File: config.mk
export PLATFORM = sky130hd
export DESIGN_NAME = simmem_write_resp_bank
export DESIGN_NICKNAME = d
export VERILOG_FILES = /design/src/verilog/simmem_pkg.sv /design/src/verilog/simmem_msg_ram.sv /design/src/verilog/simmem_slot_alloc.sv /design/src/verilog/simmem_id_queues.sv /design/src/verilog/simmem_release_arb.sv /design/src/verilog/simmem_write_resp_bank.sv
export SDC_FILE = /design/constraint.sdc
export NUM_CORES = 1
export LEC_CHECK = 0
export ABC_AREA = 1
export BUFFER_PORTS_ARGS = -buffer_cell sky130_fd_sc_hd__buf_4
export CORE_MARGIN = 2
export CORE_UTILIZATION = 36
export CTS_CLUSTER_DIAMETER = 30
export DETAILED_ROUTE_END_ITERATION = 6
export PLACE_DENSITY_LB_ADDON = 0.1
export SYNTH_ARGS = -nofsm -noshare
export SYNTH_HDL_FRONTEND = slang
export SYNTH_SLANG_ARGS = --single-unit
File: constraint.sdc
create_clock -name clk_i -period 4.77 [get_ports clk_i]
set_input_delay 0.7155 -clock clk_i [delete_from_list [all_inputs] [get_ports clk_i]]
set_output_delay 0.7155 -clock clk_i [all_outputs]
set_load 0.02 [all_outputs]
File: src/verilog/simmem_pkg.sv
/*
 * Shared sizes of the write-response bank.
 * The widths must stay consistent with the counts: BankAddrWidth covers
 * TotCapa slots, IdWidth covers NumIds identifiers, and LenWidth must
 * hold the value TotCapa itself.
 */

package simmem_pkg;

  ////////////////////////////////////////////////////////////
  // AXI identifiers
  ////////////////////////////////////////////////////////////

  // Number of distinct write identifiers
  localparam int unsigned NumIds = 4;
  // Binary identifier width
  localparam int unsigned IdWidth = 2;

  ////////////////////////////////////////////////////////////
  // Response payload
  ////////////////////////////////////////////////////////////

  // Response content stored in the bank, identifier excluded
  localparam int unsigned ContentWidth = 6;

  ////////////////////////////////////////////////////////////
  // Slot pool
  ////////////////////////////////////////////////////////////

  // Total slots shared by all identifiers
  localparam int unsigned TotCapa = 8;
  // Binary slot address width
  localparam int unsigned BankAddrWidth = 3;

  // Per-identifier counters, wide enough to count 0 to TotCapa
  localparam int unsigned LenWidth = 4;

endpackage

File: src/verilog/simmem_msg_ram.sv
/*
 * Response content store, one word per bank slot.
 * One write port and one read port, both on clk_i.
 * Read data is registered and appears one cycle after the address.
 * No reset: a word holds garbage until its slot has been filled.
 */

`timescale 1ns/100ps

module simmem_msg_ram
  import simmem_pkg::*;
(
  input  logic                     clk_i,

  // Write port
  input  logic                     i_wr_en,
  input  logic [BankAddrWidth-1:0] i_wr_addr,
  input  logic [ContentWidth-1:0]  i_wr_data,

  // Read port
  input  logic [BankAddrWidth-1:0] i_rd_addr,
  output logic [ContentWidth-1:0]  o_rd_data
);

  logic [ContentWidth-1:0] mem_q [TotCapa];

  always_ff @(posedge clk_i) begin
    if (i_wr_en) begin
      mem_q[i_wr_addr] <= i_wr_data;
    end
  end

  // A read of the slot written in the same cycle returns the old word
  always_ff @(posedge clk_i) begin
    o_rd_data <= mem_q[i_rd_addr];
  end

endmodule

File: src/verilog/simmem_slot_alloc.sv
/*
 * Slot occupancy tracking for the bank.
 * A slot is busy from the cycle after its reservation until the cycle
 * after its release. The free address is the lowest free slot and is
 * only meaningful while o_any_free is high.
 */

`timescale 1ns/100ps

module simmem_slot_alloc
  import simmem_pkg::*;
(
  input  logic                     clk_i,
  input  logic                     rst_ni,

  // Completed reservation, takes the current free address
  input  logic                     i_res_done,
  // Slots freed by an output handshake
  input  logic [TotCapa-1:0]       i_rel_onehot,

  output logic [BankAddrWidth-1:0] o_free_addr,
  output logic                     o_any_free
);

  logic [TotCapa-1:0]       valid_d;
  logic [TotCapa-1:0]       valid_q;
  logic [TotCapa-1:0]       res_mask;
  logic [BankAddrWidth-1:0] free_addr;

  ////////////////////////////////////////////////////////////
  // Lowest free slot
  ////////////////////////////////////////////////////////////

  // Scan downwards so the lowest free index is the last one kept
  always_comb begin
    free_addr = '0;
    for (int i = TotCapa - 1; i >= 0; i--) begin
      if (!valid_q[i]) begin
        free_addr = BankAddrWidth'(i);
      end
    end
  end

  assign o_free_addr = free_addr;
  assign o_any_free  = ~&valid_q;

  ////////////////////////////////////////////////////////////
  // Valid bits
  ////////////////////////////////////////////////////////////

  // The reserved slot is free and a released slot is busy, so the two never overlap
  assign res_mask = i_res_done ? (TotCapa'(1) << free_addr) : '0;
  assign valid_d  = (valid_q | res_mask) & ~i_rel_onehot;

  always_ff @(posedge clk_i or negedge rst_ni) begin
    if (!rst_ni) begin
      valid_q <= '0;
    end else begin
      valid_q <= valid_d;
    end
  end

endmodule

File: src/verilog/simmem_id_queues.sv
/*
 * Per-identifier linked lists over the shared slot pool.
 * Each list runs head -> filled slots -> reserved slots -> last reserved.
 * Links sit in a flip-flop array read combinationally, so a pointer
 * follows its link in the same cycle as the event.
 * Input is refused in any cycle with an output handshake.
 * Head and non-empty outputs show the state after this cycle's pop.
 */

`timescale 1ns/100ps

module simmem_id_queues
  import simmem_pkg::*;
(
  input  logic                                  clk_i,
  input  logic                                  rst_ni,

  // Reservation handshake and the slot it takes
  input  logic                                  i_res_done,
  input  logic [NumIds-1:0]                     i_res_id_onehot,
  input  logic [BankAddrWidth-1:0]              i_res_addr,

  // Response input
  input  logic                                  i_in_valid,
  input  logic [IdWidth-1:0]                    i_in_id,
  output logic                                  o_in_ready,

  // Message memory write side
  output logic                                  o_wr_en,
  output logic [BankAddrWidth-1:0]              o_wr_addr,

  // Queue heads towards the arbiter
  output logic [NumIds-1:0][BankAddrWidth-1:0]  o_head_addr,
  output logic [NumIds-1:0]                     o_nonempty,

  // Identifier popped in this cycle, zero if none
  input  logic [NumIds-1:0]                     i_out_pop_onehot
);

  // Per-identifier pointers
  logic [BankAddrWidth-1:0] last_d [NumIds];
  logic [BankAddrWidth-1:0] last_q [NumIds];
  logic [BankAddrWidth-1:0] fill_d [NumIds];
  logic [BankAddrWidth-1:0] fill_q [NumIds];
  logic [BankAddrWidth-1:0] head_d [NumIds];
  logic [BankAddrWidth-1:0] head_q [NumIds];
  logic [BankAddrWidth-1:0] head_pop [NumIds];

  // Reserved-but-unfilled and filled-but-unpopped counts
  logic [LenWidth-1:0]      rsv_cnt_d [NumIds];
  logic [LenWidth-1:0]      rsv_cnt_q [NumIds];
  logic [LenWidth-1:0]      fil_cnt_d [NumIds];
  logic [LenWidth-1:0]      fil_cnt_q [NumIds];
  logic [LenWidth-1:0]      fil_after_pop [NumIds];

  // Next-slot links, no reset
  logic [BankAddrWidth-1:0] link_q [TotCapa];
  logic                     link_we;
  logic [BankAddrWidth-1:0] link_wa;

  logic                     in_hs;
  logic [NumIds-1:0]        res_hit;
  logic [NumIds-1:0]        in_hit;
  logic [NumIds-1:0]        q_busy;

  ////////////////////////////////////////////////////////////
  // Input acceptance
  ////////////////////////////////////////////////////////////

  assign o_in_ready = i_in_valid && (rsv_cnt_q[i_in_id] != '0) && ~|i_out_pop_onehot;
  assign in_hs      = o_in_ready;

  // The response goes to the oldest unfilled reservation
  assign o_wr_en   = in_hs;
  assign o_wr_addr = fill_q[i_in_id];

  assign res_hit = {NumIds{i_res_done}} & i_res_id_onehot;

  ////////////////////////////////////////////////////////////
  // Per-identifier pointer update
  ////////////////////////////////////////////////////////////

  for (genvar g = 0; g < NumIds; g++) begin : gen_queue
    assign in_hit[g] = in_hs && (i_in_id == IdWidth'(g));

    assign fil_after_pop[g] = fil_cnt_q[g] - LenWidth'(i_out_pop_onehot[g]);
    assign head_pop[g]      = i_out_pop_onehot[g] ? link_q[head_q[g]] : head_q[g];

    // Queue still holds some slot once the pop is done
    assign q_busy[g] = (rsv_cnt_q[g] != '0) || (fil_after_pop[g] != '0);

    assign o_head_addr[g] = head_pop[g];
    assign o_nonempty[g]  = fil_after_pop[g] != '0;

    always_comb begin
      rsv_cnt_d[g] = rsv_cnt_q[g] + LenWidth'(res_hit[g]) - LenWidth'(in_hit[g]);
      fil_cnt_d[g] = fil_after_pop[g] + LenWidth'(in_hit[g]);

      last_d[g] = res_hit[g] ? i_res_addr : last_q[g];

      // An empty queue restarts at the new slot
      head_d[g] = (res_hit[g] && !q_busy[g]) ? i_res_addr : head_pop[g];

      // Fill pointer jumps to the new slot when no other unfilled slot is left,
      // since the link being written this cycle cannot be read yet
      if (res_hit[g] && ((rsv_cnt_q[g] == '0) ||
                         (in_hit[g] && rsv_cnt_q[g] == LenWidth'(1)))) begin
        fill_d[g] = i_res_addr;
      end else if (in_hit[g]) begin
        fill_d[g] = link_q[fill_q[g]];
      end else begin
        fill_d[g] = fill_q[g];
      end
    end

    always_ff @(posedge clk_i or negedge rst_ni) begin
      if (!rst_ni) begin
        last_q[g]    <= '0;
        fill_q[g]    <= '0;
        head_q[g]    <= '0;
        rsv_cnt_q[g] <= '0;
        fil_cnt_q[g] <= '0;
      end else begin
        last_q[g]    <= last_d[g];
        fill_q[g]    <= fill_d[g];
        head_q[g]    <= head_d[g];
        rsv_cnt_q[g] <= rsv_cnt_d[g];
        fil_cnt_q[g] <= fil_cnt_d[g];
      end
    end
  end : gen_queue

  ////////////////////////////////////////////////////////////
  // Link array
  ////////////////////////////////////////////////////////////

  // At most one reservation per cycle, so one write port is enough
  always_comb begin
    link_we = 1'b0;
    link_wa = '0;
    for (int i = 0; i < NumIds; i++) begin
      if (res_hit[i] && q_busy[i]) begin
        link_we = 1'b1;
        link_wa = last_q[i];
      end
    end
  end

  always_ff @(posedge clk_i) begin
    if (link_we) begin
      link_q[link_wa] <= i_res_addr;
    end
  end

endmodule

File: src/verilog/simmem_release_arb.sv
/*
 * Fixed-priority release arbiter, identifier 0 highest.
 * An identifier competes when its queue is non-empty and the release
 * bit of its head slot is set. The choice is re-made every cycle and
 * registered; the memory read address comes from the unregistered
 * choice so content and offer line up in the same cycle.
 */

`timescale 1ns/100ps

module simmem_release_arb
  import simmem_pkg::*;
(
  input  logic                                  clk_i,
  input  logic                                  rst_ni,

  input  logic [NumIds-1:0][BankAddrWidth-1:0]  i_head_addr,
  input  logic [NumIds-1:0]                     i_nonempty,
  input  logic [TotCapa-1:0]                    i_release_en,
  input  logic                                  i_out_ready,

  output logic [BankAddrWidth-1:0]              o_rd_addr,
  output logic [NumIds-1:0]                     o_out_pop_onehot,
  output logic [TotCapa-1:0]                    o_rel_onehot,
  output logic                                  o_out_valid,
  output logic [IdWidth-1:0]                    o_out_id
);

  logic [NumIds-1:0]        eligible;
  logic                     sel_valid;
  logic [IdWidth-1:0]       sel_id;
  logic [BankAddrWidth-1:0] sel_addr;
  logic [TotCapa-1:0]       sel_slot_onehot;

  logic                     valid_q;
  logic [IdWidth-1:0]       id_q;
  logic [TotCapa-1:0]       slot_q;
  logic                     out_hs;

  ////////////////////////////////////////////////////////////
  // Choice
  ////////////////////////////////////////////////////////////

  for (genvar g = 0; g < NumIds; g++) begin : gen_eligible
    assign eligible[g] = i_nonempty[g] && i_release_en[i_head_addr[g]];
  end : gen_eligible

  // Downward scan leaves the lowest eligible identifier in place
  always_comb begin
    sel_valid = 1'b0;
    sel_id    = '0;
    sel_addr  = '0;
    for (int i = NumIds - 1; i >= 0; i--) begin
      if (eligible[i]) begin
        sel_valid = 1'b1;
        sel_id    = IdWidth'(i);
        sel_addr  = i_head_addr[i];
      end
    end
  end

  assign sel_slot_onehot = sel_valid ? (TotCapa'(1) << sel_addr) : '0;
  assign o_rd_addr       = sel_addr;

  ////////////////////////////////////////////////////////////
  // Registered offer
  ////////////////////////////////////////////////////////////

  always_ff @(posedge clk_i or negedge rst_ni) begin
    if (!rst_ni) begin
      valid_q <= 1'b0;
      id_q    <= '0;
      slot_q  <= '0;
    end else begin
      valid_q <= sel_valid;
      id_q    <= sel_id;
      slot_q  <= sel_slot_onehot;
    end
  end

  assign o_out_valid = valid_q;
  assign o_out_id    = id_q;

  // Pop and release pulses only in the handshake cycle
  assign out_hs           = valid_q && i_out_ready;
  assign o_out_pop_onehot = out_hs ? (NumIds'(1) << id_q) : '0;
  assign o_rel_onehot     = out_hs ? slot_q : '0;

endmodule

File: src/verilog/simmem_write_resp_bank.sv
/*
 * Write-response bank: up to TotCapa responses kept in per-identifier
 * order over a shared slot pool.
 * A slot must be reserved for an identifier before its response can be
 * written. Output is offered at the earliest two cycles after the input
 * handshake, and only while the slot's release bit is set.
 * Input is stalled in any cycle with an output handshake.
 */

`timescale 1ns/100ps

module simmem_write_resp_bank
  import simmem_pkg::*;
(
  input  logic                     clk_i,
  input  logic                     rst_ni,

  // Reservation
  input  logic                     i_res_req_valid,
  input  logic [NumIds-1:0]        i_res_req_id_onehot,
  output logic                     o_res_req_ready,
  output logic [BankAddrWidth-1:0] o_res_addr,

  // Response input from the memory controller
  input  logic                     i_in_data_valid,
  input  logic [IdWidth-1:0]       i_in_data_id,
  input  logic [ContentWidth-1:0]  i_in_data_content,
  output logic                     o_in_data_ready,

  // Release control
  input  logic [TotCapa-1:0]       i_release_en,
  output logic [TotCapa-1:0]       o_rel_addr_onehot,

  // Response output
  input  logic                     i_out_ready,
  output logic                     o_out_valid,
  output logic [IdWidth-1:0]       o_out_id,
  output logic [ContentWidth-1:0]  o_out_content
);

  logic                                 res_done;
  logic                                 wr_en;
  logic [BankAddrWidth-1:0]             wr_addr;
  logic [BankAddrWidth-1:0]             rd_addr;
  logic [NumIds-1:0][BankAddrWidth-1:0] head_addr;
  logic [NumIds-1:0]                    nonempty;
  logic [NumIds-1:0]                    pop_onehot;
  logic [TotCapa-1:0]                   rel_onehot;

  assign res_done          = i_res_req_valid && o_res_req_ready;
  assign o_rel_addr_onehot = rel_onehot;

  simmem_slot_alloc u_slot_alloc (
    .clk_i        (clk_i),
    .rst_ni       (rst_ni),
    .i_res_done   (res_done),
    .i_rel_onehot (rel_onehot),
    .o_free_addr  (o_res_addr),
    .o_any_free   (o_res_req_ready)
  );

  simmem_id_queues u_id_queues (
    .clk_i            (clk_i),
    .rst_ni           (rst_ni),
    .i_res_done       (res_done),
    .i_res_id_onehot  (i_res_req_id_onehot),
    .i_res_addr       (o_res_addr),
    .i_in_valid       (i_in_data_valid),
    .i_in_id          (i_in_data_id),
    .o_in_ready       (o_in_data_ready),
    .o_wr_en          (wr_en),
    .o_wr_addr        (wr_addr),
    .o_head_addr      (head_addr),
    .o_nonempty       (nonempty),
    .i_out_pop_onehot (pop_onehot)
  );

  simmem_release_arb u_release_arb (
    .clk_i            (clk_i),
    .rst_ni           (rst_ni),
    .i_head_addr      (head_addr),
    .i_nonempty       (nonempty),
    .i_release_en     (i_release_en),
    .i_out_ready      (i_out_ready),
    .o_rd_addr        (rd_addr),
    .o_out_pop_onehot (pop_onehot),
    .o_rel_onehot     (rel_onehot),
    .o_out_valid      (o_out_valid),
    .o_out_id         (o_out_id)
  );

  simmem_msg_ram u_msg_ram (
    .clk_i     (clk_i),
    .i_wr_en   (wr_en),
    .i_wr_addr (wr_addr),
    .i_wr_data (i_in_data_content),
    .i_rd_addr (rd_addr),
    .o_rd_data (o_out_content)
  );

endmodule

==> qor.yml, run 1 <==
sta:
  max_slew_margin_pct: 36.39
  setup_violations: 0
  rsz0062_at_grt: "false"
  setup-tns-final_ns: 0
  final.min_clock_period_ns: 4.082
  clock_skew_ns: 0.02157
  clock.fmax_mhz: 245.0
  finalCritPeriodShare_pct: 85.57
  hold_viol: 0
  tightest_slew_ns: 0.9507
  drv_slew: 0
  timing.final.ws_setup_ns: 0.6884
logic_synthesis:
  yosysTopAreaCellShare_pct: 21.75
  syn_area_per_cell_sq_um: 7.888
  syn-num-nets: 1334
  ys_ff_latch: 165
  synth_area_leaders: "dfrtp_1, edfxtp_1, nand2_1"
  synth_cell_types: 45
  syn_inst: 1269
  async_reset_ff_share_pct: 52.73
  synth-main-ff-cell: "dfrtp_1"
  synth_warnings: 0
  synth.cell_area_sq_mm: 0.01001
  yosys.area.top_type: "dfrtp_1"
  yosysSeqAreaShare_pct: 44.55
  synth_edf_count: 72
critical_path:
  critPathArrivalTime_ns: 4.19
  critical_path_class: "reg -> reg"
  worstPathMaxFanout: 14
  setup.worst_path.start: "u_release_arb.o_out_valid$_DFF_PN0_"
  cp.required_ns: 4.88
  cp-start-kind: "flop"
  reg2reg_from: "u_release_arb.o_out_valid$_DFF_PN0_"
  end_kind: "flop"
job:
  max_cap_violations: 0
floorplanning:
  initial_core_util_pct: 36.33
  die_h_microns: 170.7
  ioPinCount: 47
  core_sq_mm: 0.02755
  die_area_sq_mm: 0.02915
  rows: 61
  dieWidth_microns: 170.7
routing:
  dr.pass1.iters: 5
  drcViolationCount: 0
  ant_nets: 0
  drt-total-wl_microns: 32060
  vias: 8875
  drt_iter0_markers: 826
  via_per_inst: 5.218
  wire_per_inst_microns: 18.85
clock_tree:
  cts_buffer_depth: 2
  post_cts_buffers: 0
  htree_levels: 4
  cts_resized: 0
  cts_tree: "built"
  clock_latency_ns: 0.45
  cts_root_buf: "clkbuf_16"
  ctsHoldBuffers: 0
  path_clk_slew_ns: 0.08
  cts_made_buffers: 17
  clock_sinks: 165
placement:
  gp_congestion: 0.8644
  port_buffers: 46
  placed_cells: 1669
  dp_hpwl_microns: 22730
  place_ws_ns: 0.2409
finish:
  diodes: 0
  fin_nets: 1375
  area_growth_pct: 13.61
  fin_cells: 1701
  final_util_pct: 41.27
  layout-drive-gt1-share_pct: 10.20
global_route:
  grt_pass1_vias: 8586
  grt-ovfl-total: 0
  grt_start_max_net_pins: 58
  grt_pass1_wl_microns: 49850
  grt_usage_pct: 22.66
  antenna_found_initial: 1
power_and_ir_drop:
  vdd_drop_max_uv: 428.7
  clkPwrFrac_pct: 16.6
  p_comb_share_pct: 54.9
  swShare_pct: 51.73
  intPower_uw: 4359
  pwr-share-seq_pct: 28.4
  p_leak_uw: 0.005174
  p_per_area_mw_per_mm2: 794.0
  p_switching_uw: 4671
min_path:
  hold_class: "in -> async"
outcome:
  status: "complete, no violations"
[worst paths after layout]
path                            slack, ns                                  to  cells after the start
worst max-delay path                 0.69  u_id_queues.link_q[7][0]$_DFFE_PP_                     14
worst min-delay path                 0.34  u_id_queues.rsv_cnt_q[4]$_DFF_PN0_                      1
worst max register to register       0.69  u_id_queues.link_q[7][0]$_DFFE_PP_                     14
worst min register to register       0.50   u_id_queues.last_q[6]$_DFFE_PN0P_                      2
max in group asynchronous            3.49     u_id_queues.head_q[8]$_DFF_PN0_                      2
min in group clk_i                   0.50     u_msg_ram.mem_q[1][4]$_DFFE_PP_                      1
[registers in the layout, summed over array words and instances (netlist names)]
| name | cells |
|---|---|
| u_release_arb.slot_q | 8 |
| u_id_queues.rsv_cnt_q | 16 |
| u_id_queues.head_q | 12 |
| u_id_queues.last_q | 12 |
| u_msg_ram.mem_q | 48 |
| u_id_queues.link_q | 24 |
| u_release_arb.o_out_id | 2 |
| u_slot_alloc.valid_q | 8 |
| u_id_queues.fill_q | 12 |
| u_msg_ram.o_rd_data | 6 |
| u_release_arb.o_out_valid | 1 |
| u_id_queues.fil_cnt_q | 16 |
[cells in the final DEF (no fill, tap or decap), drive strengths merged]
| cell | count |
|---|---|
| nand2 | 323 |
| inv | 181 |
| nand3 | 144 |
| o21ai | 105 |
| a21oi | 89 |
| dfrtp | 87 |
| nor2 | 79 |
| edfxtp | 72 |
| buf | 59 |
| ha | 36 |
| o211ai | 22 |
| clkbuf | 17 |
| xnor2 | 16 |
| nand4 | 15 |
| o221ai | 12 |
| clkinv | 12 |
| nor3 | 10 |
| xor2 | 8 |
| nor4 | 8 |
| o22ai | 6 |
| dfxtp | 6 |
| fa | 4 |
| o21a | 3 |
| or2 | 2 |
| a221oi | 1 |
| a22oi | 1 |
| o21bai | 1 |
| o41ai | 1 |
| a211oi | 1 |
| nand3b | 1 |
| a31oi | 1 |
[Yosys cell counts (all sizes together) (10+ instances only)]
| cell type | count |
|---|---|
| o21ai | 105 |
| nor3 | 10 |
| nand3 | 144 |
| o221ai | 12 |
| xnor2 | 16 |
| dfrtp | 87 |
| nor2 | 79 |
| nand4 | 15 |
| o211ai | 22 |
| clkbuf | 21 |
| buf | 16 |
| inv | 172 |
| edfxtp | 72 |
| ha | 36 |
| a21oi | 89 |
| nand2 | 323 |
[power groups by stage]
| stage | logic (uW) | registers (uW) | clock network, uW |
|---|---|---|---|
| global route | 5670 | 2620 | 1590 |
| finish | 4960 | 2570 | 1500 |
| floorplan | 3890 | 2310 | 0 |
| global placement | 4950 | 2580 | 0 |
| CTS | 4990 | 2550 | 1540 |
| detailed placement | 4970 | 2580 | 0 |
[layout make-up]
cell class                 instances  area (sq um)
timing repair buffer              59         442.9
fill                            2833         16180
multi-input combinational        889          4692
inverter                         178         668.1
tap                              378         473.0
sequential                       165          4459
clock inverter                    15         211.5
clock buffer                      17         425.4
[routing by layer]
metal | up-vias | wire length [microns] | track usage, % | share of wire, %
li1 | 4334 | - | - | -
met1 | 4203 | 14870 | 31.52 | 46
met2 | 287 | 14290 | 35.59 | 45
met3 | 49 | 1956 | 4.303 | 6.1
met4 | 2 | 927 | 7.321 | 2.9
met5 | - | 13 | 0 | 0.041
[cell families (layout without fill, tap and decap cells)]
| logic type | Yosys count | after routing | share of synthesized area (%) |
|---|---|---|---|
| adders and majority gates | 40 | 40 | 5.300 |
| buffers and inverters | 215 | 269 | 8.575 |
| AOI/OAI and AO/OA | 243 | 243 | 13.60 |
| and+or+nand+nor | 582 | 582 | 25.87 |
| DFF | 165 | 165 | 44.55 |
| xor gates and xnor gates | 24 | 24 | 2.100 |
[stage by stage]
stage	total power (uW)	instance area, sq um	hold slack, ns
2_1_floorplan	6205	10010	0.4199
3_3_place_gp	7532	10740	0.4778
3_5_place_dp	7545	10740	0.4836
4_1_cts	9082	11370	0.3748
5_1_grt	9877	11370	0.4090
6_report	9030	11370	0.3414
[worst max-delay path, stage by stage (launching register included)]
cell and delay [ns]:
dfrtp_1 0.37, nand2_2 0.30, nor3_4 0.47, ha_1 0.26, ha_1 0.16, xor2_1 0.10
nor4_1 0.63, nand4_1 0.31, nand2_1 0.25, nand3_1 0.09, o211ai_1 0.11, o211ai_1 0.11
o21ai_0 0.16, nand2_1 0.14, nor2_1 0.27
Note: power is estimated with default switching activity, not from simulation.
==> run 2: changes to the inputs <==
--- a/config.mk
+++ b/config.mk
@@ -11,6 +11,7 @@
 export CORE_UTILIZATION = 36
 export CTS_CLUSTER_DIAMETER = 30
 export DETAILED_ROUTE_END_ITERATION = 6
+export GPL_TIMING_DRIVEN = 0
 export PLACE_DENSITY_LB_ADDON = 0.1
 export SYNTH_ARGS = -nofsm -noshare
 export SYNTH_HDL_FRONTEND = slang
==> run 2 against run 1 <==
Effect of this change:
- sequential share of layout area shrank 0.49 points
- final cell count rose by 1.5%
- first-iteration DRC count up 5.2%
- sequential power is 7% lower
- hold slack got worse by 0.13 ns
- routed wire length fell by 0.43%
- largest cell class unchanged
- largest power group unchanged
- highest routed layer is now met4
==> qor.yml, run 2 (synthesized netlist as in run 1, its figures left out) <==
power_and_ir_drop:
  vdd_drop_max_uv: 476.7  # +11%
  intPower_uw: 4534  # +4.0%
  pwr-share-seq_pct: 25.3  # -3.1 points
  p_leak_uw: 0.005229  # +1.1%
  p_per_area_mw_per_mm2: 814.8  # +2.6%
  clkPwrFrac_pct: 15.7  # -0.9 points
  p_switching_uw: 4848  # +3.8%
  p_comb_share_pct: 58.9  # +4.0 points
  swShare_pct: 51.67  # -0.054 points
outcome:
  status: "complete, no violations"
sta:
  finalCritPeriodShare_pct: 86.66  # +1.1 points
  hold_viol: 0  # unchanged
  setup-tns-final_ns: 0  # unchanged
  tightest_slew_ns: 1.101  # +0.1505 ns
  max_slew_margin_pct: 26.32  # -10 points
  clock.fmax_mhz: 241.9  # -1.3%
  final.min_clock_period_ns: 4.134  # +0.05227 ns
  setup_violations: 0  # unchanged
  rsz0062_at_grt: "false"
  clock_skew_ns: 0.01368  # -0.007894 ns
  drv_slew: 0  # unchanged
critical_path:
  crit_chain: "nand2_1 > nor2_4 > ha_1 > ha_1 > xor2_1 > nor2_1 > nand3_1 > nor4_1 > or2_2 > clkbuf_1 > o211ai_1 > o211ai_1 > o21ai_0 > inv_1 > nand2_1 > nor2_1"
  end_kind: "flop"
  critical_path_class: "reg -> reg"
  worstPathMaxFanout: 10  # -4
  r2r-end: "u_id_queues.link_q[1][1]$_DFFE_PP_"
  reg2reg_slack_ns: 0.64  # -0.05 ns
  cp.required_ns: 4.87  # about the same
  reg2regPathDepth: 16  # +2
  cp-start-kind: "flop"
  max_stage_delay_ns: 0.63  # about the same
  critPathArrivalTime_ns: 4.24  # +0.05 ns
  setup.worst_path.start: "u_release_arb.o_out_id[1]$_DFF_PN0_"
  reg2reg_from: "u_release_arb.o_out_id[1]$_DFF_PN0_"
  slowest_stage: "dfrtp_1"
global_route:
  grt_usage_pct: 22.63  # -0.038 points
  grt_pass1_wl_microns: 49040  # -1.6%
  grt_start_max_net_pins: 88  # +52%
  grt-ovfl-total: 0  # unchanged
  antenna_found_initial: 0  # -1
  grt_pass1_vias: 8518  # -0.79%
clock_tree:
  cts_tree: "built"
  path_clk_slew_ns: 0.08  # about the same
  cts_buffer_depth: 2  # unchanged
  htree_levels: 4  # unchanged
  cts_made_buffers: 17  # unchanged
  clock_latency_ns: 0.45  # about the same
  post_cts_buffers: 0  # unchanged
  ctsHoldBuffers: 0  # unchanged
  cts_root_buf: "clkbuf_16"
  clock_sinks: 165  # unchanged
  cts_resized: 0  # unchanged
floorplanning:
  initial_core_util_pct: 36.33  # unchanged
  dieWidth_microns: 170.7  # unchanged
  rows: 61  # unchanged
  ioPinCount: 47  # unchanged
  die_h_microns: 170.7  # unchanged
  die_area_sq_mm: 0.02915  # unchanged
  core_sq_mm: 0.02755  # unchanged
min_path:
  hold_class: "in -> async"
finish:
  multiInputGateArea_sq_mm: 0.004698  # +0.13%
  area_growth_pct: 15.04
  largest_reg_flops: 48  # unchanged
  final_util_pct: 41.79  # +0.52 points
  diodes: 0  # unchanged
  final.fill_count: 2816  # -0.60%
  fin_nets: 1401  # +1.9%
  layout_commonest_cell: "nand2_1"
  top_register: "u_msg_ram.mem_q"
  layout-drive-gt1-share_pct: 10.53  # +0.32 points
  largestRegisters: "u_msg_ram.mem_q (48), u_id_queues.link_q (24)"
  seq_area_sq_mm: 0.004459  # unchanged
  final_cell_mix: "nand2_1, inv_1, nand3_1"
placement:
  dp_hpwl_microns: 22800  # +0.30%
  gp_congestion: 0.8727  # +0.96%
  port_buffers: 46  # unchanged
routing:
  drt-total-wl_microns: 31920  # -0.43%
  drcViolationCount: 0  # unchanged
  vias: 9025  # +1.7%
  drt_iter0_markers: 869  # +5.2%
  ant_nets: 0  # unchanged
  wl_met3_microns: 2210  # +13%
  met1_length_microns: 14720  # -1.0%
  dr.pass1.iters: 5  # unchanged
  met2_length_microns: 13980  # -2.2%
  via_per_inst: 5.226  # +0.16%
  wire_per_inst_microns: 18.49  # -1.9%
  routed.top_layer: "met4"
job:
  max_cap_violations: 0  # unchanged
## run 2: cell types whose count changed in the layout (fill, tap and decap cells not counted), sizes merged
cell / previous run / this run
buf: 59 / 64
clkbuf: 17 / 38
clkinv: 12 / 13
inv: 181 / 180
## run 2: how the worst max path moves through the flow
stage	endpoint
2_1_floorplan	u_id_queues.rsv_cnt_q[14]$_DFF_PN0_
3_3_place_gp	u_id_queues.link_q[6][0]$_DFFE_PP_
3_5_place_dp	u_id_queues.link_q[1][1]$_DFFE_PP_
4_1_cts	u_id_queues.link_q[1][0]$_DFFE_PP_
5_1_grt	u_id_queues.link_q[1][0]$_DFFE_PP_
6_report	u_id_queues.link_q[1][1]$_DFFE_PP_
## run 2: through the flow
stage | cell area [sq um] | hold WS, ns | total power [uW] | instances | setup slack [ns]
after floorplan | 10010 | 0.4199 | 6205 | 1269 | 1.322
after global placement | 10830 | 0.4708 | 7848 | 1693 | 0.3272
after detailed placement | 10850 | 0.4765 | 7899 | 1694 | 0.2422
after CTS | 11490 | 0.4946 | 9398 | 1726 | 0.5487
after global routing | 11510 | 0.2323 | 10210 | 1727 | 0.2751
final | 11510 | 0.2072 | 9382 | 1727 | 0.6362
## run 2: layout make-up
type / count / share of cell area [%]
multi-input cells: 889 / 40.80
inverters: 178 / 5.802
flip-flops and latches: 165 / 38.73
clock inverters: 15 / 1.847
well taps: 378 / 4.107
plain buffers: 37 / 1.652
clock buffers: 17 / 3.694
repair buffers: 48 / 3.368
## run 2: critical path: cells and delay by family, from the launching register on
kind	cells	cell delay, ns
adder cells (fa/ha/maj)	2	0.39
AO/OA/AOI/OAI	3	0.49
XOR/XNOR	1	0.10
AND/OR/NAND/NOR	8	1.78
flip-flops	1	0.63
buffers and inverters	2	0.37
## run 2: per-layer routing
layer,GRT usage [%],vias up
met2,34.69,320
li1,-,4380
met5,0,-
met4,8.658,0
met1,31.73,4263
met3,4.164,62
## run 2: power by group through the flow
stage	registers (uW)	clock network, uW	logic (uW)
2_1_floorplan	2310	0	3890
3_3_place_gp	2400	0	5450
3_5_place_dp	2400	0	5500
4_1_cts	2370	1500	5530
5_1_grt	2430	1560	6220
6_report	2380	1470	5530
==> run 3: changes to the inputs <==
--- a/config.mk
+++ b/config.mk
@@ -5,8 +5,7 @@
 export SDC_FILE = /design/constraint.sdc
 export NUM_CORES = 1
 export LEC_CHECK = 0
-export ABC_AREA = 1
-export BUFFER_PORTS_ARGS = -buffer_cell sky130_fd_sc_hd__buf_4
+export BUFFER_PORTS_ARGS = -buffer_cell sky130_fd_sc_hd__buf_2
 export CORE_MARGIN = 2
 export CORE_UTILIZATION = 36
 export CTS_CLUSTER_DIAMETER = 30
==> run 3 against run 2 <==
Effect of this change:
- setup slack got worse by 0.31 ns
- synthesized cell count decreased by 27%
- synthesized area increased by 2.7%
- final cell count decreased by 20%
- sequential power about the same
- sequential share of layout area decreased by 0.56 points
- hold slack improved by 0.091 ns
- via count decreased by 10%
- flip-flop and latch count unchanged
- register-to-register slack got worse by 0.31 ns
- fmax decreased by 6.9%
- die area increased by 2.7%
- critical endpoint is now u_msg_ram.o_rd_data[2]$_DFF_P_
- largest power group unchanged
==> qor.yml, run 3 <==
clock_tree:
  cts_tree: "built"
  cts_root_buf: "clkbuf_16"
  clock_sinks: 165  # unchanged
  clock_latency_ns: 0.45  # about the same
  cts_buffer_depth: 2  # unchanged
  htree_levels: 4  # unchanged
  path_clk_slew_ns: 0.08  # about the same
  cts_made_buffers: 17  # unchanged
global_route:
  grt-ovfl-total: 0  # unchanged
  antenna_found_initial: 0  # unchanged
  grt_usage_pct: 20.81  # -1.8 points
  grtUsageMet2_pct: 31.03  # -3.7 points
  grt_use_met1_pct: 29.55  # -2.2 points
  grt_pass1_wl_microns: 47490  # -3.2%
  grt_start_max_net_pins: 47  # -47%
  grt_pass1_vias: 7892  # -7.3%
  met3_usage_pct: 5.343  # +1.2 points
  gr-max-usage-layer: "met2"
finish:
  largest_reg_flops: 48  # unchanged
  diodes: 0  # unchanged
  area_growth_pct: 13.66
  multiInputGateArea_sq_mm: 0.005361  # +14%
  top_register: "u_msg_ram.mem_q"
  layout-drive-gt1-share_pct: 18.19  # +7.7 points
  final_cell_mix: "dfrtp_1, inv_1, edfxtp_1"
  final_util_pct: 41.83  # about the same
  final.fill_count: 2754  # -2.2%
  layout_commonest_cell: "dfrtp_1"
  largestRegisters: "u_msg_ram.mem_q (48), u_id_queues.link_q (24)"
  fin_nets: 1058  # -24%
  seq_area_sq_mm: 0.004459  # unchanged
logic_synthesis:
  yosys.area_share.adder_pct: 5.160  # -0.14 points
  yosys.area_share.simple_pct: 14.15  # -12 points
  synth_cell_types: 86  # +91%
  synth_warnings: 0  # unchanged
  synth_top_family_by_area: "compound AO/OA/AOI/OAI gates"
  muxShareOfSynthArea_pct: 13.69  # +14 points
  syn_inst: 927  # -27%
  synth-compound-area-share_pct: 16.56  # +3.0 points
  syn-num-nets: 992  # -26%
  netlist_top_cells_count: "dfrtp_1, inv_1, edfxtp_1"
  synth-main-ff-cell: "dfrtp_1"
  synth_edf_count: 72  # unchanged
  ys_ff_latch: 165  # unchanged
  synthXorXnorAreaFrac_pct: 2.130  # +0.030 points
  syn_area_per_cell_sq_um: 11.09  # +41%
  yosysSeqAreaShare_pct: 43.37  # -1.2 points
  synth.cell_area_sq_mm: 0.01028  # +2.7%
  synth_area_leaders: "dfrtp_1, edfxtp_1, mux4_2"
  yosysTopAreaCellShare_pct: 21.18  # -0.57 points
  yosys.area.top_type: "dfrtp_1"
  async_reset_ff_share_pct: 52.73  # unchanged
  yosysMostFrequentCell: "dfrtp_1"
critical_path:
  crit_chain: "nand4bb_1 > clkbuf_2 > inv_2 > ha_1 > nor3b_1 > xor2_1 > o21ai_0 > a21oi_2 > a2111oi_4 > buf_12 > clkbuf_1 > o31a_1 > a2111oi_0 > and4b_1"
  max_stage_delay_ns: 0.57  # -0.06 ns
  critPathArrivalTime_ns: 4.78  # +0.54 ns
  worstPathMaxFanout: 10  # unchanged
  cp-start-kind: "flop"
  cp.required_ns: 5.11  # +0.24 ns
  crit_buf_inv: 4  # +2
  crit_family: "compound AO/OA/AOI/OAI gates"
  end_kind: "flop"
  critical_path_class: "reg -> reg"
  slowest_stage: "a21oi_2"
job:
  max_cap_violations: 0  # unchanged
sta:
  final.min_clock_period_ns: 4.442  # +0.3081 ns
  timing.final.ws_setup_ns: 0.3281  # -0.3081 ns
  clock.fmax_mhz: 225.1  # -6.9%
  hold_viol: 0  # unchanged
  tightest_slew_ns: 1.146  # +0.04475 ns
  setup_violations: 0  # unchanged
  max_slew_margin_pct: 23.60  # -2.7 points
  clock_skew_ns: 0.01909  # +0.005416 ns
  drv_slew: 0  # unchanged
  finalCritPeriodShare_pct: 93.12  # +6.5 points
floorplanning:
  dieWidth_microns: 173.0  # +1.3%
  initial_core_util_pct: 36.80  # +0.48 points
  core_sq_mm: 0.02793  # +1.4%
  die_h_microns: 173.0  # +1.3%
  die_area_sq_mm: 0.02993  # +2.7%
  ioPinCount: 47  # unchanged
  rows: 61  # unchanged
power_and_ir_drop:
  p_leak_uw: 0.004638  # -11%
  vdd_drop_max_uv: 326.3  # -32%
  p_per_area_mw_per_mm2: 832.8  # +2.2%
  total_power_uw: 9731  # +3.7%
min_path:
  hold_class: "in -> async"
routing:
  drt_iter0_markers: 715  # -18%
  ant_nets: 0  # unchanged
  drt-total-wl_microns: 30770  # -3.6%
  vias: 8093  # -10%
  dr.pass1.iters: 7  # +2
  via_per_inst: 5.848  # +12%
  drcViolationCount: 0  # unchanged
  wire_per_inst_microns: 22.23  # +20%
placement:
  gp_congestion: 0.8776  # +0.56%
  dp_hpwl_microns: 22230  # -2.5%
  port_buffers: 42  # -8.7%
  place_ws_ns: -0.5383  # -0.7805 ns
outcome:
  status: "complete, no violations"
-- run 3: logic make-up after synthesis --
logic type      after synthesis
fa+ha+maj                    40
compound gates              219
xor+xnor                     25
mux                          77
simple gates                272
flops                       165
buf+inv                     129
-- run 3: area by class of cell --
type	count	share of cell area, %
repair buffers	47	2.420
plain buffers	53	1.927
clock inverters	15	1.446
inverters	76	2.473
flip-flops and latches	165	38.16
clock buffers	17	3.641
well taps	378	4.048
multi-input cells	633	45.88
-- run 3: metrics by stage --
step | hold WS (ns) | TNS [ns] | cells | instance area (sq um)
2_1_floorplan | 0.4199 | 0 | 927 | 10280
3_3_place_gp | 0.4599 | -8.262 | 1347 | 10960
3_5_place_dp | 0.4670 | -8.499 | 1348 | 10990
4_1_cts | 0.3110 | 0 | 1380 | 11600
5_1_grt | 0.3525 | -0.002045 | 1384 | 11690
6_report | 0.2980 | 0 | 1384 | 11690
-- run 3: final timing paths --
check,from,end,slack [ns],depth (start not counted)
setup / recovery,u_release_arb.o_out_id[1]$_DFF_PN0_,u_msg_ram.o_rd_data[2]$_DFF_P_,0.33,14
hold / removal,rst_ni,u_id_queues.rsv_cnt_q[5]$_DFF_PN0_,0.30,1
setup reg to reg,u_release_arb.o_out_id[1]$_DFF_PN0_,u_msg_ram.o_rd_data[2]$_DFF_P_,0.33,14
hold reg to reg,u_id_queues.last_q[4]$_DFFE_PN0P_,u_id_queues.last_q[4]$_DFFE_PN0P_,0.48,2
max in group asynchronous,rst_ni,u_id_queues.fil_cnt_q[9]$_DFF_PN0_,3.79,2
min in group clk_i,u_id_queues.last_q[4]$_DFFE_PN0P_,u_id_queues.last_q[4]$_DFFE_PN0P_,0.48,2
-- run 3: layer usage --
layer	routed length, microns	part of all wire (%)
met1	13970	45
met2	13620	44
met3	2476	8.0
met4	710	2.3
met5	0	0
-- run 3: power breakdown --
group	internal [uW]	switching [uW]
Clock	741	666
Combinational	2300	3620
Sequential	2040	369
-- run 3: timing repair --
item	4_1_cts	5_1_grt
resized for setup	4	10
buffers inserted	0	4
pin swaps	0	1
setup endpoints to repair	6	14
hold buffers	0	0
